$ cat config.mk
export PLATFORM = sky130hd
export DESIGN_NAME = latency_timer
export DESIGN_NICKNAME = d
export VERILOG_FILES = /design/src/rtl/latency_timer.sv
export VERILOG_INCLUDE_DIRS = /design/src /design/src/common
export SDC_FILE = /design/constraint.sdc
export NUM_CORES = 1
export LEC_CHECK = 0
export ABC_AREA = 0
export BUFFER_PORTS_ARGS = -buffer_cell sky130_fd_sc_hd__clkbuf_2
export CAP_MARGIN = 30
export CORE_MARGIN = 4
export CORE_UTILIZATION = 30
export DETAILED_ROUTE_END_ITERATION = 10
export HOLD_SLACK_MARGIN = 0.15
export PLACE_DENSITY = 0.55
export SLEW_MARGIN = 20
export SYNTH_ARGS = -nofsm -noshare
export SYNTH_HDL_FRONTEND = slang
export SYNTH_SLANG_ARGS = --single-unit
$ cat constraint.sdc
create_clock -name clock -period 2.6 [get_ports clock]
set_clock_uncertainty 0.05 [all_clocks]
set_input_delay 0.26 -clock clock [delete_from_list [all_inputs] [get_ports clock]]
set_output_delay 0.26 -clock clock [all_outputs]
set_load 0.01 [all_outputs]
$ cat src/common/sink_defines.svh
`ifndef SINK_DEFINES_SVH
`define SINK_DEFINES_SVH

// Width of one data beat in bits; a beat is SINK_DATA_W/8 bytes
`define SINK_DATA_W 64

// Byte address width of the AW channel
`define SINK_ADDR_W 32

// Buffer depth in beats and the index width that covers it
`define SINK_DEPTH 256
`define SINK_INDEX_W 8

// Byte address that maps onto buffer index 0
`define SINK_BASE_ADDR 32'h0000_1000

// Cycles from the AW handshake edge until w_ready is high
`define SINK_AW_TO_WREADY 2

// Cycles from the edge that takes the last beat until b_valid is high
`define SINK_B_LATENCY 3

// Width of the shared latency timer
`define SINK_TIMER_W 8

`endif

$ cat src/rtl/latency_timer.sv
`include "sink_defines.svh"

module latency_timer (
    input  logic                     clock,
    input  logic                     arst_n,
    input  logic                     start,
    input  logic [`SINK_TIMER_W-1:0] length,
    output logic                     done
);

    logic [`SINK_TIMER_W-1:0] count;

    // The cycle of the start pulse counts as the first cycle of the wait.
    // So done is high in the cycle whose closing edge completes length cycles,
    // and a consumer that acts on done at that edge lands exactly on time
    always_ff @(posedge clock or negedge arst_n) begin
        if (!arst_n) begin
            count <= '0;
        end else if (start) begin
            if (length == '0) begin
                count <= '0;
            end else begin
                count <= length - 1'b1;
            end
        end else if (count != '0) begin
            count <= count - 1'b1;
        end
    end

    // Stays high at zero until the next start reloads the count
    assign done = (count == '0);

endmodule

==> results.sh <==
export IMPL_status="complete, no violations"
export IMPL_final_cell_count_no_fill=107
export IMPL_drv_slew=0
export IMPL_clk_latency_ps=260
export IMPL_antennaDiodeCount=0
export IMPL_dieWidth_microns=53.9
export IMPL_worstPathArrival_ps=1740
export IMPL_largest_registers="count (8)"
export IMPL_htree_levels=1
export IMPL_clock_power_share_pct=25.5
export IMPL_max_slew_margin_pct=66.8
export IMPL_place_congestion=0.792
export IMPL_syn_to_final_growth_pct=18.6
export IMPL_cp_slowest_cell="dfrtp_1"
export IMPL_fmax_mhz=487
export IMPL_place_ws_ps=753
export IMPL_cts_buffers=3
export IMPL_grt_usage_pct=11.0
export IMPL_layout_nets=96
export IMPL_cts_tree="done"
export IMPL_fin_util_pct=37.8
export IMPL_viasPerCell=4.89
export IMPL_synthFlopType="dfrtp_1"
export IMPL_finalCritPeriodShare_pct=79.0
export IMPL_synth_seq_area_share_pct=31.7
export IMPL_grt_pass1_wl_microns=2270
export IMPL_path_delay_family="simple AND/OR/NAND/NOR gates"
export IMPL_grt_max_degree=13
export IMPL_dp_hpwl_microns=1040
export IMPL_tightest_slew_ps=496
export IMPL_core_region_area_sq_um=1980
export IMPL_grt_pass1_vias=503
export IMPL_crit_required_ps=2290
export IMPL_die_area_sq_um=2900
export IMPL_placed_area_sq_um=717
export IMPL_largest_register="count"
export IMPL_path_max_fanout=5
export IMPL_grt_overflow=0
export IMPL_power_share_combinational_pct=31.2
export IMPL_p_int_uw=260
export IMPL_postSynth_asyncResetShare_pct=100
export IMPL_drcViolationCount=0
export IMPL_largest_reg_flops=8
export IMPL_synthCells=66
export IMPL_swShare_pct=31.7
export IMPL_hold_violations=0
export IMPL_setup_ws_ps=547
export IMPL_slowest_delay_ps=370
export IMPL_ys_warn_count=0
export IMPL_ys_ff_latch=8
export IMPL_switchingPower_uw=121
export IMPL_synth_nets=80
export IMPL_hold_buffers=1
export IMPL_grt_setup_unrepaired="false"
export IMPL_cts_setup_buffers=0
export IMPL_pin_count=12
export IMPL_maxCapViolations=0
export IMPL_critical_path_class="reg2out"
export IMPL_synth_edf_count=0
export IMPL_p_seq_share_pct=43.3
export IMPL_drt_initial_drc_count=10
export IMPL_finalSetupTns_ps=0
export IMPL_dr_pass1_iters=4
export IMPL_clkSlewWorstSetupHoldPaths_ps=50
export IMPL_portBuffers=11
export IMPL_antenna_found_initial=0
export IMPL_final_area_sq_um=749
export IMPL_cts_resized=0
export IMPL_cts_sinks=8
export IMPL_finalWirelength_microns=1300
export IMPL_hold_class="in2reg"
export IMPL_avgSynthCellArea_sq_um=9.57
export IMPL_via_count=523
export IMPL_worst_path_buf_inv=3
export IMPL_wl_per_cell_microns=12.1
export IMPL_cts_buffer_depth=2
export IMPL_die_h_microns=53.9
export IMPL_crit_chain="inv_1 > ha_1 > nor3b_1 > nand2_1 > clkinv_1 > clkbuf_2"
export IMPL_drive_gt1_share_pct=23.8
export IMPL_initial_core_util_pct=31.9
export IMPL_fin_crit_ps=2050
export IMPL_ant_nets=0
export IMPL_start_kind="flip-flop"
export IMPL_cp_end_kind="primary output"
export IMPL_peakVddDrop_uv=296
export IMPL_num_rows=16
export IMPL_place_inst=103
export IMPL_root_buffer="clkbuf_4"
export IMPL_power_leakage_uw=0.000302
export IMPL_yosysUniqueCellTypes=28
export IMPL_syn_area_sq_um=632
export IMPL_setup_viol=0
export IMPL_p_per_area_nw_per_um2=509
power by group through the flow:
stage | Combinational [uW] | Clock (uW) | Sequential [uW]
floorplan | 88.7 | 0 | 163
global placement | 117 | 0 | 167
detailed placement | 118 | 0 | 167
CTS | 120 | 101 | 165
global route | 134 | 112 | 170
finish | 119 | 97.3 | 165
layer usage:
metal	routed length [microns]	GRT usage (%)	up-vias
met1	665	16.0	250
met3	52	4.99	0
met5	0	0	-
met2	581	15.7	5
met4	0	0	0
li1	-	-	268
placed cells by master (no fill, tap or decap):
cell           instances
a211oi_1               1
a21oi_1                3
a22o_1                 1
clkbuf_2              11
clkbuf_4               3
clkinv_1               1
dfrtp_1                8
dlygate4sd3_1          1
ha_1                   3
inv_1                  6
mux2_1                 1
mux2i_1                2
nand2_1                1
nand2b_1               2
nor2_1                 4
nor2_2                 1
nor3_1                 2
nor3b_1                4
nor4_1                 1
nor4_2                 1
o21a_1                 2
o22ai_1                4
o32a_1                 1
o32ai_1                1
o41ai_4                1
or2_2                  1
or3_1                  1
or4_1                  1
or4_4                  1
xnor2_1               10
through the flow:
| stage | hold slack [ps] | total power, uW |
|---|---|---|
| final | 229 | 381 |
| after global routing | 245 | 415 |
| after CTS | 223 | 386 |
| after detailed placement | 69.2 | 285 |
| after global placement | 70.0 | 284 |
| after floorplan | -85.6 | 251 |
final timing paths:
path | from | endpoint | slack, ps | depth (start not counted)
setup / recovery | count[0] | done | 550 | 6
setup reg to reg | count[0] | count[0] | 840 | 7
hold / removal | length[0] | count[0] | 230 | 2
max in group asynchronous | arst_n | count[0] | 1990 | 2
hold reg to reg | count[1] | count[1] | 500 | 1
min in group asynchronous | arst_n | count[5] | 330 | 2
final cells by class:
class,instances,area [sq um]
timing repair buffer,12,65.1
inverter,7,26.3
tap,27,33.8
clock buffer,3,22.5
sequential,8,200
multi-input combinational,50,402
fill,201,1230
worst reg2reg max path, cell delays in order, from the launching register on:
cell	delay [ps]
dfrtp_1	370
inv_1	80
ha_1	200
nor3b_1	330
nand2_1	180
clkinv_1	170
xnor2_1	140
o22ai_1	100
cells in the mapped netlist, types with 2 or more instances:
library cell	instances	area share, %
a21oi_1	3	2.4
dfrtp_1	8	32
ha_1	3	5.9
inv_1	6	3.6
mux2i_1	2	3.2
nand2b_1	2	2.0
nor2_1	4	2.4
nor3_1	2	1.6
nor3b_1	4	4.8
o21a_1	2	2.4
o22ai_1	4	4.0
xnor2_1	10	14
cells by family (layout without fill, tap and decap cells):
group / after synthesis / after routing / synth area share [%]
AND/OR/NAND/NOR: 20 / 20 / 20.2
AO/OA/AOI/OAI: 14 / 14 / 18.6
XOR/XNOR: 10 / 10 / 13.9
flip-flops: 8 / 8 / 31.7
buffers and inverters: 8 / 22 / 4.75
adder cells (fa/ha/maj): 3 / 3 / 5.94
multiplexers: 3 / 3 / 4.95
(Power assumes the default switching activity.)
