File: src/common/sink_defines.svh
`ifndef SINK_DEFINES_SVH
`define SINK_DEFINES_SVH

// Width of one data beat in bits; a beat is SINK_DATA_W/8 bytes
`define SINK_DATA_W 64

// Byte address width of the AW channel
`define SINK_ADDR_W 32

// Buffer depth in beats and the index width that covers it
`define SINK_DEPTH 256
`define SINK_INDEX_W 8

// Byte address that maps onto buffer index 0
`define SINK_BASE_ADDR 32'h0000_1000

// Cycles from the AW handshake edge until w_ready is high
`define SINK_AW_TO_WREADY 2

// Cycles from the edge that takes the last beat until b_valid is high
`define SINK_B_LATENCY 3

// Width of the shared latency timer
`define SINK_TIMER_W 8

`endif

File: src/common/axi_pkg.sv
`include "sink_defines.svh"

package axi_pkg;

    // Write address word, one per burst
    typedef struct packed {
        logic [`SINK_ADDR_W-1:0] addr;
        // Number of beats minus one
        logic [7:0]              len;
    } aw_req_t;

    // Write data word
    typedef struct packed {
        logic [`SINK_DATA_W-1:0] data;
        logic                    last;
    } w_beat_t;

    // Write response codes; EXOKAY and DECERR are never returned by the sink
    typedef enum logic [1:0] {
        RESP_OKAY   = 2'd0,
        RESP_SLVERR = 2'd2
    } resp_t;

endpackage

File: src/common/sink_pkg.sv
`include "sink_defines.svh"

package sink_pkg;

    // Phases of one write burst, in the order they are visited
    typedef enum logic [1:0] {
        S_IDLE      = 2'd0,
        S_ADDR_WAIT = 2'd1,
        S_DATA      = 2'd2,
        S_RESP      = 2'd3
    } sink_state_t;

    // One write into the beat buffer
    typedef struct packed {
        logic [`SINK_INDEX_W-1:0] index;
        logic [`SINK_DATA_W-1:0]  data;
    } mem_write_t;

endpackage

File: src/rtl/write_sink_fsm.sv
`include "sink_defines.svh"

module write_sink_fsm (
    input  logic                     clock,
    input  logic                     arst_n,
    input  logic                     aw_valid,
    input  axi_pkg::aw_req_t         aw,
    input  logic                     w_valid,
    input  logic                     b_ready,
    input  logic                     timer_done,
    input  logic                     at_last_beat,
    input  logic                     burst_error,
    output logic                     aw_ready,
    output logic                     w_ready,
    output logic                     b_valid,
    output axi_pkg::resp_t           b_resp,
    output logic                     timer_start,
    output logic [`SINK_TIMER_W-1:0] timer_length,
    output logic                     burst_start,
    output logic                     beat_fire
);

    import axi_pkg::*;
    import sink_pkg::*;

    localparam logic [`SINK_TIMER_W-1:0] ADDR_WAIT = `SINK_AW_TO_WREADY;
    localparam logic [`SINK_TIMER_W-1:0] RESP_WAIT = `SINK_B_LATENCY;

    sink_state_t state;
    logic        aw_fire;
    logic        last_fire;

    // Both ready signals follow the state register directly
    assign aw_ready = (state == S_IDLE);
    assign w_ready  = (state == S_DATA);

    assign aw_fire   = aw_valid && aw_ready;
    assign beat_fire = w_valid && w_ready;

    // The fire on beat number len closes the data phase
    assign last_fire = beat_fire && at_last_beat;

    assign burst_start = aw_fire;

    // One timer serves both waits, as the two phases never overlap
    assign timer_start  = aw_fire || last_fire;
    assign timer_length = aw_fire ? ADDR_WAIT : RESP_WAIT;

    always_ff @(posedge clock or negedge arst_n) begin
        if (!arst_n) begin
            state   <= S_IDLE;
            b_valid <= 1'b0;
            b_resp  <= RESP_OKAY;
        end else begin
            case (state)
                S_IDLE: begin
                    if (aw_fire) begin
                        state <= S_ADDR_WAIT;
                    end
                end
                S_ADDR_WAIT: begin
                    if (timer_done) begin
                        state <= S_DATA;
                    end
                end
                S_DATA: begin
                    // w_ready drops on the edge that takes the last beat
                    if (last_fire) begin
                        state <= S_RESP;
                    end
                end
                S_RESP: begin
                    if (!b_valid) begin
                        if (timer_done) begin
                            b_valid <= 1'b1;
                            b_resp  <= burst_error ? RESP_SLVERR : RESP_OKAY;
                        end
                    end else if (b_ready) begin
                        // Response and its code are held until the master takes them
                        b_valid <= 1'b0;
                        state   <= S_IDLE;
                    end
                end
                default: begin
                    state <= S_IDLE;
                end
            endcase
        end
    end

endmodule

File: config.mk
export PLATFORM = sky130hd
export DESIGN_NAME = write_sink_fsm
export DESIGN_NICKNAME = d
export VERILOG_FILES = /design/src/common/axi_pkg.sv /design/src/common/sink_pkg.sv /design/src/rtl/write_sink_fsm.sv
export VERILOG_INCLUDE_DIRS = /design/src /design/src/common
export SDC_FILE = /design/constraint.sdc
export NUM_CORES = 1
export LEC_CHECK = 0
export ABC_AREA = 0
export BUFFER_PORTS_ARGS = -buffer_cell sky130_fd_sc_hd__buf_2
export CORE_MARGIN = 2
export CORE_UTILIZATION = 28
export DETAILED_ROUTE_END_ITERATION = 10
export GPL_TIMING_DRIVEN = 0
export PLACE_DENSITY = 0.89
export SYNTH_ARGS = -nofsm -noshare
export SYNTH_HDL_FRONTEND = slang
export SYNTH_SLANG_ARGS = --single-unit
File: constraint.sdc
create_clock -name clock -period 2.94 [get_ports clock]
set_input_delay 0.882 -clock clock [delete_from_list [all_inputs] [get_ports clock]]
set_output_delay 0.882 -clock clock [all_outputs]
set_load 0.005 [all_outputs]
==> impl_metrics.json <==
{
  "setup-violations-final": 0,
  "synthCells": 38,
  "synth_most_common_cell": "buf_4",
  "synth_ff_type": "dfrtp_1",
  "synth.largest_area_cell": "dfrtp_1",
  "hold_viol_final": 0,
  "crit_path_end_kind": "output pin",
  "r2r_cells": 5,
  "ys_types": 19,
  "cts_tree": "done",
  "crit_chain": "buf_2 > and2_1 > a21o_1 > buf_2",
  "h-tree-depth": 1,
  "crit_family": "buffers and inverters",
  "yosys.area.top_type_share_pct": 26.4,
  "vdd_drop_max_uv": 299,
  "dp_slack_ns": 0.634,
  "path_clk_slew_ns": 0.04,
  "postRouteAntennaNets": 0,
  "core_sq_mm": 0.00128,
  "cp.required_ns": 2.06,
  "holdBufCountCts": 0,
  "multiInputGateArea_sq_um": 230,
  "n_antenna_cell": 0,
  "cts-buffers-inserted": 3,
  "cts_resized": 0,
  "cp-start-kind": "input pin",
  "status": "complete, no violations",
  "placement_rows": 13,
  "initial_utilization_pct": 29.5,
  "yosys-top-cells-area": "dfrtp_1, ha_1, buf_4, a2111oi_4, mux2_4",
  "regArea_sq_um": 100,
  "synth_edf_count": 0,
  "ys_warn_count": 0,
  "period_minus_slack_ns": 2.31,
  "r2r-start": "state[0]",
  "max_freq_mhz": 434,
  "dpl_cell_area_sq_um": 495,
  "grt_pass1_vias": 296,
  "fin_skew_ns": 0.000143,
  "finish.instance_area_sq_um": 518,
  "path_max_fanout": 2,
  "rsz0062_at_grt": "false",
  "rr_endpoint": "state[1]",
  "setup_ws_ns": 0.634,
  "drc": 0,
  "drt_pass1_iterations": 1,
  "path_buf_inv": 2,
  "r2r_slack_ns": 1.23,
  "nNetsFinal": 117,
  "grt_max_degree": 6,
  "fillers": 134,
  "dpl.hpwl_microns": 700,
  "port_buffers": 15,
  "finalSetupTns_ns": 0,
  "vias_per_cell": 4.10,
  "drive_gt1_share_pct": 51.6,
  "p_total_mw": 0.462,
  "synth_async_sr_flop_share_pct": 100,
  "routed_wl_microns": 776,
  "die_y_microns": 40.8,
  "p_leak_nw": 0.307,
  "place.gp.congestion": 0.645,
  "cp_slowest_cell": "a21o_1",
  "ys_ff_latch": 4,
  "insertion_delay_ns": 0.23,
  "power_density_mw_per_mm2": 892,
  "ys_seq_area_share_pct": 26.4,
  "die-width_microns": 40.8,
  "hold_class": "input pin to asynchronous set/reset pin",
  "crit_top_cell": "buf_2",
  "cp_slowest_stage_delay_ns": 0.17,
  "die-area_sq_mm": 0.00166,
  "fin_crit_sh_pct": 78.5,
  "clock_sinks": 4,
  "post_cts_buffers": 0,
  "cts_root_buf": "clkbuf_4",
  "maxSlewViolCount": 0,
  "ios": 64,
  "cap_violations": 0,
  "grt_pass1_wl_mm": 1.13,
  "areaGrowthSynthToFinish_pct": 36.6,
  "clockBufferDepth": 2,
  "grt-ovfl-total": 0,
  "vias": 316,
  "drtIter0Drc": 0,
  "synth_commonest_cells": "buf_4, ha_1, dfrtp_1",
  "antenna_found_initial": 0,
  "arrival_ns": 1.42,
  "grt.total_usage_pct": 11.4,
  "avgRoutedWirePerCell_microns": 10.1,
  "crit_type": "input pin to output pin",
  "synth_area_sq_um": 379,
  "avgSynthCellArea_sq_um": 9.98
}
stage by stage:
step	std cells	hold slack, ns	util (%)
3_3_place_gp	74	0.485	38.6
2_1_floorplan	44	0.505	-
4_1_cts	77	0.442	40.3
5_1_grt	77	0.437	40.3
6_report	77	0.449	40.3
3_5_place_dp	74	0.519	38.6
registers in the layout, indices dropped and copies added (netlist names):
signal and cells:
b_resp 1, b_valid 1, state 2
worst max-delay path by stage:
| stage | start | end | slack (ns) | depth (start not counted) |
|---|---|---|---|---|
| final | w_valid | timer_start | 0.63 | 4 |
| after global routing | state[0] | timer_start | 0.55 | 5 |
| after CTS | w_valid | timer_start | 0.63 | 4 |
| after detailed placement | w_valid | timer_start | 0.63 | 4 |
| after global placement | w_valid | timer_start | 0.64 | 4 |
| after floorplan | w_valid | timer_start | 0.84 | 2 |
where the power goes:
group | total (mW) | internal (mW) | leakage (nW) | switching, mW
logic | 0.282 | 0.158 | 0.246 | 0.124
clock network | 0.0658 | 0.0455 | 0.0138 | 0.0203
registers | 0.114 | 0.0857 | 0.0466 | 0.0283
cells by family after synthesis:
kind of cell,Yosys count,share of synthesized area (%)
DFF,4,26.4
AOI/OAI and AO/OA,7,19.8
muxes,2,6.93
adders and majority gates,5,16.5
buffers and inverters,11,18.8
other,2,1.98
and+or+nand+nor,7,9.57
routing by layer:
layer	track usage (%)	up-vias	share of wire, %
li1	-	159	-
met1	9.24	141	33
met2	22.7	16	58
met3	3.26	0	8.5
met4	7.50	0	0
met5	0	-	0
final cells by class:
cell class | instances | area share, %
flip-flops and latches | 4 | 19.3
well taps | 15 | 3.62
inverters | 3 | 2.17
repair buffers | 15 | 14.5
plain buffers | 8 | 11.6
multi-input cells | 29 | 44.4
clock buffers | 3 | 4.35
placed cells by master (no fill, tap or decap):
| cell type | netlist | final |
|---|---|---|
| a2111oi_4 | 1 | 1 |
| a211o_2 | 1 | 1 |
| a21boi_1 | 1 | 1 |
| a21o_1 | 1 | 1 |
| a21oi_1 | 1 | 1 |
| a31oi_1 | 1 | 1 |
| and2_1 | 1 | 1 |
| buf_2 | 0 | 15 |
| buf_4 | 8 | 8 |
| clkbuf_4 | 0 | 3 |
| conb_1 | 2 | 8 |
| dfrtp_1 | 4 | 4 |
| ha_1 | 5 | 5 |
| inv_1 | 3 | 3 |
| mux2_2 | 1 | 1 |
| mux2_4 | 1 | 1 |
| nand2_1 | 2 | 2 |
| nand2_2 | 1 | 1 |
| nor2_1 | 1 | 1 |
| nor2b_1 | 2 | 2 |
| o32a_2 | 1 | 1 |
Power figures use the tool's default switching activity.
