## src/common/sink_defines.svh

```systemverilog
`ifndef SINK_DEFINES_SVH
`define SINK_DEFINES_SVH

// Width of one data beat in bits; a beat is SINK_DATA_W/8 bytes
`define SINK_DATA_W 64

// Byte address width of the AW channel
`define SINK_ADDR_W 32

// Buffer depth in beats and the index width that covers it
`define SINK_DEPTH 256
`define SINK_INDEX_W 8

// Byte address that maps onto buffer index 0
`define SINK_BASE_ADDR 32'h0000_1000

// Cycles from the AW handshake edge until w_ready is high
`define SINK_AW_TO_WREADY 2

// Cycles from the edge that takes the last beat until b_valid is high
`define SINK_B_LATENCY 3

// Width of the shared latency timer
`define SINK_TIMER_W 8

`endif

```

## src/common/axi_pkg.sv

```systemverilog
`include "sink_defines.svh"

package axi_pkg;

    // Write address word, one per burst
    typedef struct packed {
        logic [`SINK_ADDR_W-1:0] addr;
        // Number of beats minus one
        logic [7:0]              len;
    } aw_req_t;

    // Write data word
    typedef struct packed {
        logic [`SINK_DATA_W-1:0] data;
        logic                    last;
    } w_beat_t;

    // Write response codes; EXOKAY and DECERR are never returned by the sink
    typedef enum logic [1:0] {
        RESP_OKAY   = 2'd0,
        RESP_SLVERR = 2'd2
    } resp_t;

endpackage

```

## src/common/sink_pkg.sv

```systemverilog
`include "sink_defines.svh"

package sink_pkg;

    // Phases of one write burst, in the order they are visited
    typedef enum logic [1:0] {
        S_IDLE      = 2'd0,
        S_ADDR_WAIT = 2'd1,
        S_DATA      = 2'd2,
        S_RESP      = 2'd3
    } sink_state_t;

    // One write into the beat buffer
    typedef struct packed {
        logic [`SINK_INDEX_W-1:0] index;
        logic [`SINK_DATA_W-1:0]  data;
    } mem_write_t;

endpackage

```

## src/rtl/burst_address_gen.sv

```systemverilog
`include "sink_defines.svh"

module burst_address_gen (
    input  logic                 clock,
    input  logic                 arst_n,
    input  logic                 burst_start,
    input  axi_pkg::aw_req_t     aw,
    input  logic                 beat_fire,
    input  axi_pkg::w_beat_t     w,
    output logic                 at_last_beat,
    output logic                 burst_error,
    output sink_pkg::mem_write_t mem_wr,
    output logic                 mem_wr_en
);

    // Beats are DATA_W/8 bytes wide, so the byte offset drops this many bits
    localparam int BEAT_SHIFT = $clog2(`SINK_DATA_W / 8);

    logic [`SINK_ADDR_W-1:0] offset;
    logic [`SINK_ADDR_W-1:0] index_q;
    logic                    below_base_q;
    logic [7:0]              beat_q;
    logic [7:0]              len_q;
    logic                    in_range;
    logic                    last_mismatch;

    assign offset = aw.addr - `SINK_BASE_ADDR;

    always_ff @(posedge clock or negedge arst_n) begin
        if (!arst_n) begin
            index_q      <= '0;
            below_base_q <= 1'b0;
            beat_q       <= '0;
            len_q        <= '0;
            burst_error  <= 1'b0;
        end else if (burst_start) begin
            index_q      <= offset >> BEAT_SHIFT;
            below_base_q <= (aw.addr < `SINK_BASE_ADDR);
            beat_q       <= '0;
            len_q        <= aw.len;
            burst_error  <= 1'b0;
        end else if (beat_fire) begin
            index_q <= index_q + 1'b1;
            beat_q  <= beat_q + 1'b1;
            // The error is sticky for the rest of the burst
            if (!in_range || last_mismatch) begin
                burst_error <= 1'b1;
            end
        end
    end

    assign in_range      = !below_base_q && (index_q < `SINK_DEPTH);
    assign at_last_beat  = (beat_q == len_q);
    assign last_mismatch = (w.last != at_last_beat);

    // Out-of-range beats are still accepted on the bus but never reach the buffer
    assign mem_wr.index = index_q[`SINK_INDEX_W-1:0];
    assign mem_wr.data  = w.data;
    assign mem_wr_en    = beat_fire && in_range;

endmodule

```

## config.mk

```make
export PLATFORM = sky130hd
export DESIGN_NAME = burst_address_gen
export DESIGN_NICKNAME = d
export VERILOG_FILES = /design/src/common/axi_pkg.sv /design/src/common/sink_pkg.sv /design/src/rtl/burst_address_gen.sv
export VERILOG_INCLUDE_DIRS = /design/src /design/src/common
export SDC_FILE = /design/constraint.sdc
export NUM_CORES = 1
export LEC_CHECK = 0
export BUFFER_PORTS_ARGS = -buffer_cell sky130_fd_sc_hd__buf_4
export CORE_MARGIN = 1
export CORE_UTILIZATION = 47
export CTS_BUF_LIST = sky130_fd_sc_hd__clkbuf_8
export DETAILED_ROUTE_END_ITERATION = 8
export HOLD_SLACK_MARGIN = 0.05
export PLACE_DENSITY = 0.83
export SLEW_MARGIN = 0
export SYNTH_ARGS = -nofsm -noshare
export SYNTH_HDL_FRONTEND = slang
export SYNTH_SLANG_ARGS = --single-unit
```

## constraint.sdc

```tcl
create_clock -name clock -period 2.3 [get_ports clock]
set_input_delay 0.115 -clock clock [delete_from_list [all_inputs] [get_ports clock]]
set_output_delay 0.115 -clock clock [all_outputs]
set_load 0.02 [all_outputs]
```

==> summary by stage, run 1 <==
Outcome
The flow ran to the end, and the final reports show no timing, DRC or antenna violations.

Floorplanning
The number of I/O pins is roughly 180. The die extent in y is about 90 microns. The number of placement rows is 31. The total area inside the core boundary comes to 7250 sq um. Once the floorplan was initialized, standard cells occupied 48.5% of the core. The horizontal die dimension is 88.6 microns. The floorplan die area is between 7000 and 8000 sq um.

Place
The post-place instance area is 3480 sq um. The number of buffer cells added on primary ports is 52. The post-placement worst setup slack is ~0.32 ns. The routability congestion estimate from global placement is roughly 0.83. The cell count after placement is between 400 and 500. The HPWL reported at the end of detailed placement is between 5000 and 6000 microns.

Route
Once detail routing completed, the nets flagged for antenna violations numbered 0. Summed over all layers, the routed wires come to between 7000 and 8000 microns. The final routed wire length divided by cell count is 15.6 microns. After detailed routing, the number of remaining DRC violations is 0. The post-detailed-route via-to-cell ratio is between 5 and 6.

The pre-antenna-repair detailed-routing pass consisted of 4 iterations. The number of design-rule violations left by the first detailed-router iteration is about 210. For this block, the via count after detailed routing is 2564.

Clock network
Buffers added to address setup during post-CTS repair amount to 0. The clock tree root buffer cell is clkbuf_8. CTS built an H-tree with a depth of 2.

The longest clock path from root to sink contains 2 buffers. Counting every sink on the clock net gives 50. Clock-pin slew was measured on the worst setup and hold paths at ~0.090 ns. The TritonCTS clock tree is built. At the later pin of the worst-skew pair, clock insertion delay measures 0.30 ns.

The total CTS buffers is 5.

GRT
Entering global routing, the biggest net connects slightly above 50 pins. The final global-route overflow total is 0. The overall fraction of global-route tracks in use is about a fifth. The first global-routing pass estimated 11600 microns of wire. The initial antenna violation count is 0. The via count of the first global-routing pass is around 2.4k.

Logic synthesis
The Yosys warning count is 0. The fraction of post-synthesis cell area in the top cell type by area is 35.5%. The fraction of registers with async set/reset is 100%. The most used flip-flop cell after synthesis is dfrtp_1. The number of enable flip-flop cells after synthesis is 0. The number of different library cells in the post-synthesis netlist is 29. The average footprint of a synthesized cell is 9.27 sq um.

buf_4 is the most common cell in the netlist. The synthesized instance count is 380. The register area share after synthesis is a little over a third. The number of nets in the synthesized netlist is 492. The register bit total from synthesis is 50. The cell taking the most area after synthesis is dfrtp_1.

By count the netlist is led by buf_4, dfrtp_1, xor2_1. Ranked by total cell area, the synthesized netlist is headed by dfrtp_1, buf_4, xor2_1, xnor2_1, mux2i_1. The synthesized area is 3520 sq um.

Critical path
For flop-to-flop paths, the worst setup slack is ~0.5 ns. The worst setup path is of the in2reg kind. The endpoint type of the worst setup path is a flip-flop.

The data arrival time at the worst-slack endpoint is 2.19 ns. The largest fanout of any net on the critical path is 5. The worst register-to-register path ends at index_q[17]. The worst path required time is about 2.5 ns. In this run the critical register-to-register path is launched from index_q[2]. The kind of start point of the critical path is an input pin. Measured in cells, the most critical reg-to-reg path has a length of 5.

Timing
The final critical path takes up 87.7% of the cycle. Hold timing on the final database bottoms out at a slack of ~0.11 ns. The final total negative setup slack is 0 ns.

Setup repair after global routing left no endpoint under its margin. Setup violations remaining at the end of the flow were counted as 0. The number of endpoints with negative hold slack in the final report is 0.

The remaining max-slew budget at the tightest pin is between 50% and 60%. The count of final max-slew check failures came to 0. The setup slack after layout is roughly 0.28 ns. The clock period could shrink to around 2.0 ns. The slew at the pin with the worst max-slew slack is around 0.64 ns. The maximum operating frequency is ~0.5 GHz. The largest clock skew in the final design is 0.00514 ns.

Power
After layout, the design draws a total of 1.95 mW. The worst supply voltage drop on vdd is between 0.2 and 0.25 mV. For this design the ratio of total power to cell area is approximately 520 nW/um^2. Summed over all cells, the static leakage comes to 1.55 nW.

Hold path
The path category of the worst min-delay check is in2reg. The worst hold path terminates at burst_error. In this run the most critical hold path is launched from w[0]. Counting instances, the worst hold path has a depth of 3.

Finish
The area growth from synthesis to layout is 6.82%. In the final layout, flip-flops and latches occupy 1250 sq um. The count of non-filler cells in the finished layout is 479. The filler cells instantiated in the layout total approximately 650. The multi-input gate area in the final layout is 1660 sq um. Cells fill between 50% and 60% of the core in the end.

The finished cells cover roughly 3800 sq um. Of the cells placed in the final design, the portion with a size suffix greater than 1 is between 15 and 20%. The final-stage net count is around 500.

The antenna cell count is 0.

Run
The count of maximum capacitance violations is 0.
[sequential cells by signal (all words and copies together), names as in the netlist]
name / flops
index_q: 32
beat_q: 8
len_q: 8
below_base_q: 1
burst_error: 1
[layout by cell type (no fill, tap or decap), drive strengths merged, types with 6 or more instances in the layout]
cell type    synthesis  routed
nor3                13      13
and3                 8       8
mux2i               18      18
nand2               26      26
xnor2               27      27
dlygate4sd3          0      19
nor4                11      11
nand3               11      11
nor2                23      23
mux2                 9       9
o21ai               14      14
nand4               23      23
xor2                34      34
dfrtp               50      50
or3                  7       7
clkbuf               7       6
inv                  6       6
buf                 76      56
[critical path, cell delays in order]
cell	delay [ns]
dlygate4sd3_1	0.53
buf_4	0.15
inv_1	0.05
ha_1	0.19
nor2b_1	0.28
nand4_1	0.28
nor4_1	0.31
xnor2_1	0.18
mux2i_1	0.10
[logic make-up (layout without fill, tap and decap cells)]
| family | Yosys count | in the layout | share of synthesized area [%] |
|---|---|---|---|
| buffers and inverters | 89 | 89 | 17.4 |
| and+or+nand+nor | 130 | 130 | 19.8 |
| xor gates and xnor gates | 61 | 61 | 15.2 |
| muxes | 27 | 27 | 8.00 |
| DFF | 50 | 50 | 35.5 |
| adders and majority gates | 3 | 3 | 1.07 |
| AOI/OAI and AO/OA | 20 | 20 | 3.02 |
[worst max path at each step]
stage,to,from,cells past startpoint,slack [ns]
2_1_floorplan,index_q[10],index_q[0],6,0.58
3_3_place_gp,index_q[26],aw[24],6,0.37
3_5_place_dp,index_q[24],aw[24],6,0.32
4_1_cts,index_q[27],aw[20],9,0.28
5_1_grt,index_q[27],aw[20],9,0.17
6_report,index_q[27],aw[20],9,0.28
[power by group]
group          leakage, nW  internal (mW)  switching (mW)
Sequential           0.616          0.952          0.0890
Clock               0.0472          0.242           0.295
Combinational        0.886          0.198           0.179
[routing by layer]
layer	vias to the layer above	GRT usage [%]	part of all wire [%]
li1	1224	-	-
met1	1207	23.5	41
met2	114	33.4	50
met3	19	4.10	7.5
met4	0	6.30	1.4
met5	-	0	0
[cell type report]
type                       count  share of cell area (%)
multi-input combinational    241                    44.1
clock inverter                 2                   0.333
tap                           99                    3.29
timing repair buffer          75                    16.2
sequential                    50                    33.3
clock buffer                   6                    2.20
inverter                       6                   0.599
[repair_timing]
item                                    CTS  global route
hold buffers                             19             0
endpoints found under the hold margin    68             0
endpoints found under the setup margin    0             0
gates resized for setup                   0             0
No activity file was read; power rests on OpenSTA's default activity.
==> run 2, diff against run 1 <==
==> constraint.sdc (replaced) <==
create_clock -name clock -period 2.3 [get_ports clock]
set_input_delay 0.345 -clock clock [delete_from_list [all_inputs] [get_ports clock]]
set_output_delay 0.345 -clock clock [all_outputs]
set_load 0.02 [all_outputs]
==> run 2 against run 1 <==
Compared with the run above: clock power up 16%; design area shrank 4.0%; register-to-register slack lost 0.15 ns; combinational power is 6.9% lower; largest power group unchanged; critical path type is now reg2out; worst setup slack worse by 0.031 ns; worst hold slack lost 0.064 ns; sequential cell count is the same; sequential power about the same; sequential share of layout area grew 1.4 points; power is 3.2% higher.
==> summary by stage, run 2 (same netlist as run 1, synthesis figures left out) <==
Outcome
The run finished with clean final reports.

GRT
The wire length of the first global-routing pass is 11600 microns (+0.66%). The pin count of the biggest net entering global routing is 52 (+2.0%). The final global-route overflow total was 0 (unchanged). The overall fraction of global-route tracks in use is 19.0% (-0.097 points). The via count of the first global-routing pass is 2456 (+2.4%). The initial antenna violation count is 0 (unchanged).

Timing
The count of final max-slew check failures is 0 (unchanged). The largest clock skew in the final design is 0.00797 ns (+0.00283 ns). The slew at the pin with the worst max-slew slack is 0.623 ns (-0.0180 ns). The remaining max-slew budget at the tightest pin was 58.5% (+1.2 points). The final total negative setup slack is 0 ns (unchanged). The number of setup violations in the final report came to 0 (unchanged).

The setup slack after layout is 0.252 ns (-0.0306 ns). The maximum operating frequency is 0.488 GHz (-1.5%). Setup repair after global routing left no endpoint under its margin. The minimum clock period after layout is 2.05 ns (+0.0306 ns).

The share of the cycle needed by the critical path after routing is 89.1% (+1.3 points). The worst hold-check slack is 0.0414 ns (-0.0639 ns). The number of endpoints with negative hold slack in the final report is 0 (unchanged).

Critical path
The signal on the critical path passes through nor4_1, nand4_1, nor3_1, buf_4. In this run the critical register-to-register path is launched from index_q[8]. The endpoint type of the worst setup path is an output port. The data arrival time at the worst-slack endpoint is 1.70 ns (-0.49 ns). The depth of the most critical reg-to-reg path is 5 (unchanged). The biggest cell delay along the critical path is 0.42 ns (-0.11 ns).

Among all stages on the critical path, the largest delay is contributed by dfrtp_1. The register-to-register path setup slack was 0.36 ns (-0.15 ns). In this run the critical register-to-register path is captured at index_q[31]. The critical path is of the reg2out type. The largest fanout of any net on the critical path is 4 (-1). The worst path required time is 1.96 ns (-0.51 ns). The worst setup path is launched from a flip-flop.

Clock network
The post-cts hold buffer count is 0 (-19). TritonCTS built the clock tree. The clock network latency to the later pin of the worst-skew pair came to 0.31 ns (about the same).

The H-tree depth came to 2 (unchanged). The register clock-pin slew on the reported worst setup and hold paths was 0.09 ns (about the same). The maximum count of clock buffers along a single path is 2 (unchanged). The number of buffers inserted to repair setup after CTS was 0 (unchanged). The total of cells resized after clock tree synthesis was 0 (unchanged). The TritonCTS sink count is 50 (unchanged). The root buffer cell chosen for the clock tree is clkbuf_8. The total CTS buffers came to 5 (unchanged).

Run
The count of maximum capacitance violations is 0 (unchanged).

Finish
The multi-input gate area in the final layout is 1660 sq um (unchanged). The library cells used most frequently in the layout, excluding fill and tap cells, are buf_4, dfrtp_1, xor2_1, xnor2_1, nand2_1. The fill cell instance count of the final layout is 681 (+4.4%).

The number of flip-flops under the largest register name is 32 (unchanged). The area occupied by registers is 1250 sq um (unchanged). Counting flops per register, the top entry is index_q. The area growth from synthesis to layout is 2.56%. The most common cell after layout, fill and taps aside is buf_4. In the final layout, the registers with the most flip-flops are index_q: 32 flops, beat_q: 8 flops, len_q: 8 flops. The count of non-filler cells in the finished layout is 463 (-3.3%). The final-stage net count is 475 (-3.3%).

The share of final-layout standard cells stronger than drive strength 1 is 21.4% (+1.7 points). The antenna cell count is 0 (unchanged).

Route
The count of antenna-violating nets left after detailed routing is 0 (unchanged). The number of search-and-repair iterations in the first detailed-routing pass is 4 (unchanged). The post-detailed-route via-to-cell ratio is 5.48 (+2.4%). The detailed-route wire length came to 7230 microns (-3.3%). The residual DRC count was 0 (unchanged).

The number of design-rule violations left by the first detailed-router iteration is 157 (-24%). The total via count in the routed design came to 2538 (-1.0%). The final routed wire length divided by cell count is 15.6 microns (about the same).

Place
The number of buffer cells added on primary ports is 52 (unchanged). The post-placement worst setup slack is 0.223 ns (-0.0991 ns). The HPWL reported at the end of detailed placement came to 5620 microns (+3.8%). The routability congestion estimate from global placement was 0.830 (+0.39%).

The cell count after placement was 455 (+0.66%).

Floorplanning
The horizontal die dimension is 88.6 microns (unchanged). The floorplan core area is 7250 sq um (unchanged). The number of I/O pins is 184 (unchanged). The floorplan die area was 7840 sq um (unchanged). The effective utilization at floorplan is 48.5% (unchanged). The die extent in y is 88.6 microns (unchanged). The number of placement rows is 31 (unchanged).

Power
The power per standard cell area is 559 nW/um^2 (+7.5%). The reported leakage power is 1.50 nW (-3.4%). The worst supply voltage drop on vdd came to 0.238 mV (+4.9%). The power consumption is 2.02 mW (+3.2%).

Hold path
The path category of the worst min-delay check is in2async.
[run 2: changes by cell type in the layout (fill, tap and decap cells not counted), sizes merged]
cell / previous run / this run
buf: 56 / 59
clkinvlp: 1 / 0
bufinv: 0 / 1
dlygate4sd3: 19 / 0
clkbuf: 6 / 5
inv: 6 / 7
[run 2: worst max-delay path: cells and delay by family (launching register included)]
kind                   cells  cell delay, ns
and+or+nand+nor            3            0.81
DFF                        1            0.42
buffers and inverters      1            0.18
[run 2: through the flow]
step / area [sq um] / utilization (%)
3_5_place_dp: 3500 / 48.2
5_1_grt: 3610 / 49.8
4_1_cts: 3610 / 49.8
3_3_place_gp: 3500 / 48.2
2_1_floorplan: 3520 / -
6_report: 3610 / 49.8
[run 2: per-layer routing]
metal	global-route usage (%)	up-vias	share of wire, %
met3	3.82	25	6.8
li1	-	1199	-
met4	7.62	0	2.5
met2	32.7	101	49
met5	0	-	0
met1	23.4	1213	41
[run 2: how the worst max path moves through the flow]
stage	start	to	cells after the start
floorplan	aw[24]	index_q[20]	6
global placement	aw[24]	index_q[26]	7
detailed placement	aw[24]	index_q[26]	7
CTS	index_q[25]	mem_wr_en	4
global route	index_q[25]	mem_wr_en	4
finish	index_q[23]	mem_wr_en	4
[run 2: layout make-up]
class                      count  area share [%]
timing repair buffer          59            12.3
tap                           99            3.43
clock inverter                 3            1.21
clock buffer                   5            1.91
sequential                    50            34.7
multi-input combinational    241            45.9
inverter                       6           0.624
[run 2: where the power goes]
part | total, mW | internal [mW] | switching [mW] | leakage (nW)
clock | 0.625 | 0.326 | 0.299 | 0.0585
combinational | 0.351 | 0.178 | 0.173 | 0.822
sequential | 1.04 | 0.952 | 0.0901 | 0.616
total | 2.02 | 1.46 | 0.562 | 1.50
==> run 3, diff against run 2 <==
Clock period 2.3 ns to 1.9 ns, I/O delays scaled along.
==> run 3 against run 2 <==
Compared with the run above: the flow now finishes with violations (negative setup slack); count of clock-buffer cells in the layout unchanged; critical endpoint unchanged; power rose by 15%; worst setup slack worse by 0.27 ns; routed wire length rose by 3.9%; core utilization up 2.2 points; clock skew decreased by 0.0013 ns; critical path type unchanged; global-route usage decreased by 0.051 points; final cell count grew 3.9%; register-to-register slack worse by 0.24 ns; sequential power rose by 21%; combinational power grew 35%.
==> summary by stage, run 3 (same netlist as run 1, synthesis figures left out) <==
Place
The HPWL reported at the end of detailed placement is 5680 microns (+1.2%). The cell count after placement is 468 (+2.9%). The routability congestion estimate from global placement is 0.825 (-0.63%). The number of buffer cells added on primary ports is 52 (unchanged).

Critical path
The endpoint type of the worst setup path is an output port. The worst setup path is launched from a flip-flop. The worst path required time was 1.62 ns (-0.34 ns). The largest fanout of any net on the critical path is 5 (+1).

Tracing the worst setup path back leads to its startpoint at index_q[8]. The origin of the critical flop-to-flop path is index_q[10]. The data arrival time at the worst-slack endpoint is 1.63 ns (-0.07 ns). The worst setup path is of the reg2out kind.

Route
The number of search-and-repair iterations in the first detailed-routing pass is 4 (unchanged). The residual DRC count was 0 (unchanged). The detailed-route wire length came to 7510 microns (+3.9%). The number of design-rule violations left by the first detailed-router iteration is 144 (-8.3%). The total via count in the routed design is 2577 (+1.5%). The final routed wire length divided by cell count was 15.6 microns (about the same). The post-detailed-route via-to-cell ratio is 5.36 (-2.3%). The count of antenna-violating nets left after detailed routing is 0 (unchanged).

Power
The worst supply voltage drop on vdd is 0.297 mV (+25%). The power per standard cell area is 617 nW/um^2 (+10%). The reported leakage power is 1.57 nW (+5.2%). The power consumption was 2.33 mW (+15%).

Timing
The number of setup violations in the final report was 1 (+1). The largest clock skew in the final design is 0.00667 ns (-0.00130 ns). Setup repair after global routing could not meet its margin everywhere. The slew at the pin with the worst max-slew slack is 0.622 ns (-0.00123 ns). The worst hold-check slack was 0.189 ns (+0.148 ns). The number of endpoints with negative hold slack in the final report came to 0 (unchanged). The maximum operating frequency is roughly 0.52 GHz. Dividing the final minimum period by the clock period gives 101%. The worst path in the final design needs a cycle of 1.91 ns, including I/O delays and setup. The count of final max-slew check failures is 0 (unchanged). The final total negative setup slack is -0.0146 ns (-0.0146 ns). The setup slack after layout is -0.0146 ns (-0.266 ns). The remaining max-slew budget at the tightest pin was 58.5% (+0.082 points).

Outcome
The checks that failed: negative setup slack. The run finished, with violations left.

Clock network
The maximum count of clock buffers along a single path is 2 (unchanged). The H-tree depth is 2 (unchanged). The register clock-pin slew on the reported worst setup and hold paths is 0.09 ns (about the same). The TritonCTS clock tree is built. The total CTS buffers came to 5 (unchanged). Clock tree synthesis selected as its root buffer the cell clkbuf_8. The TritonCTS sink count was 50 (unchanged).

The clock network latency to the later pin of the worst-skew pair is 0.31 ns (about the same).

Hold path
The path category of the worst min-delay check is in2reg. The worst min-delay path startpoint is aw[14].

GRT
The via count of the first global-routing pass was 2535 (+3.2%). The busiest layer in global routing is met2. The routing usage on met1 came to 22.6% (-0.87 points). The final global-route overflow total is 0 (unchanged). The initial antenna violation count is 0 (unchanged). The wire length of the first global-routing pass is 11500 microns (-1.2%).

The pin count of the biggest net entering global routing is 51 (-1.9%). The overall fraction of global-route tracks in use is 19.0% (-0.051 points). The global routing usage on met3 is 4.01% (+0.19 points). The met2 layer usage reported by global route came to 33.8% (+1.1 points).

Floorplanning
The effective utilization at floorplan is 48.5% (unchanged). The floorplan core area is 7250 sq um (unchanged). The floorplan die area is 7840 sq um (unchanged). The die extent in y is 88.6 microns (unchanged). The number of I/O pins came to 184 (unchanged). The horizontal die dimension is 88.6 microns (unchanged). The number of placement rows is 31 (unchanged).

Finish
The largest registers in the layout are index_q: 32 flops, beat_q: 8 flops, len_q: 8 flops. The multi-input gate area in the final layout is 1700 sq um (+2.7%). The final-stage net count was 494 (+4.0%). The count of non-filler cells in the finished layout is 481 (+3.9%). The fill cell instance count of the final layout is 647 (-5.0%). The area occupied by registers is 1250 sq um (+0.20%). The area growth from synthesis to layout is 7.07%. The most common cell after layout, fill and taps aside is buf_4. The number of flip-flops under the largest register name is 32 (unchanged). The antenna cell count is 0 (unchanged). The largest register by flop count is index_q. The share of final-layout standard cells stronger than drive strength 1 is 27.0% (+5.5 points). In the layout the commonest cells are buf_4, dfrtp_1, xor2_1, xnor2_1, nand2_1. The post-route core utilization is 52.0% (+2.2 points).

Run
The count of maximum capacitance violations is 0 (unchanged).
==> run 3: where the power goes <==
part | total (mW) | internal, mW | switching, mW
clock | 0.590 | 0.248 | 0.342
sequential | 1.26 | 1.15 | 0.110
combinational | 0.474 | 0.248 | 0.227
total | 2.33 | 1.65 | 0.679
==> run 3: metal layers <==
metal  share of wire, %  up-vias
li1                   -     1234
met2                 51      100
met5                  0        -
met1                 40     1222
met3                6.9       21
met4                1.9        0
==> run 3: path summary, 6_finish.rpt <==
| kind | to | slack (ns) | depth (start not counted) |
|---|---|---|---|
| hold / removal | index_q[3] | 0.19 | 3 |
| setup / recovery | mem_wr_en | -0.01 | 5 |
| setup reg to reg | index_q[31] | 0.12 | 6 |
| max in group asynchronous | index_q[25] | 0.90 | 2 |
| min in group asynchronous | len_q[7] | 0.53 | 2 |
| hold reg to reg | len_q[4] | 0.54 | 1 |
==> run 3: stage by stage <==
step	worst slack [ns]	area [sq um]
2_1_floorplan	0.118	3520
3_3_place_gp	-0.0542	3600
3_5_place_dp	-0.141	3600
4_1_cts	0.00928	3740
5_1_grt	-0.117	3770
6_report	-0.0146	3770
==> run 3: critical path: stages (launching register included) <==
cell	delay, ns
dfrtp_1	0.39
buf_4	0.16
nor4_4	0.28
nand3_1	0.18
nor3_2	0.14
buf_4	0.16
==> run 3: area by class of cell <==
class / instances / area share [%]
Inverter: 6 / 0.597
Clock inverter: 2 / 0.266
Tap cell: 99 / 3.29
Multi-Input combinational cell: 241 / 45.2
Clock buffer: 5 / 1.83
Timing Repair Buffer: 78 / 15.6
Sequential cell: 50 / 33.3
==> run 3: what timing repair did <==
action	CTS	global route
hold endpoints to repair	50	0
gates resized for setup	5	4
pin swaps	3	3
hold buffers	1	0
endpoints found under the setup margin	1	1
setup buffers	5	0
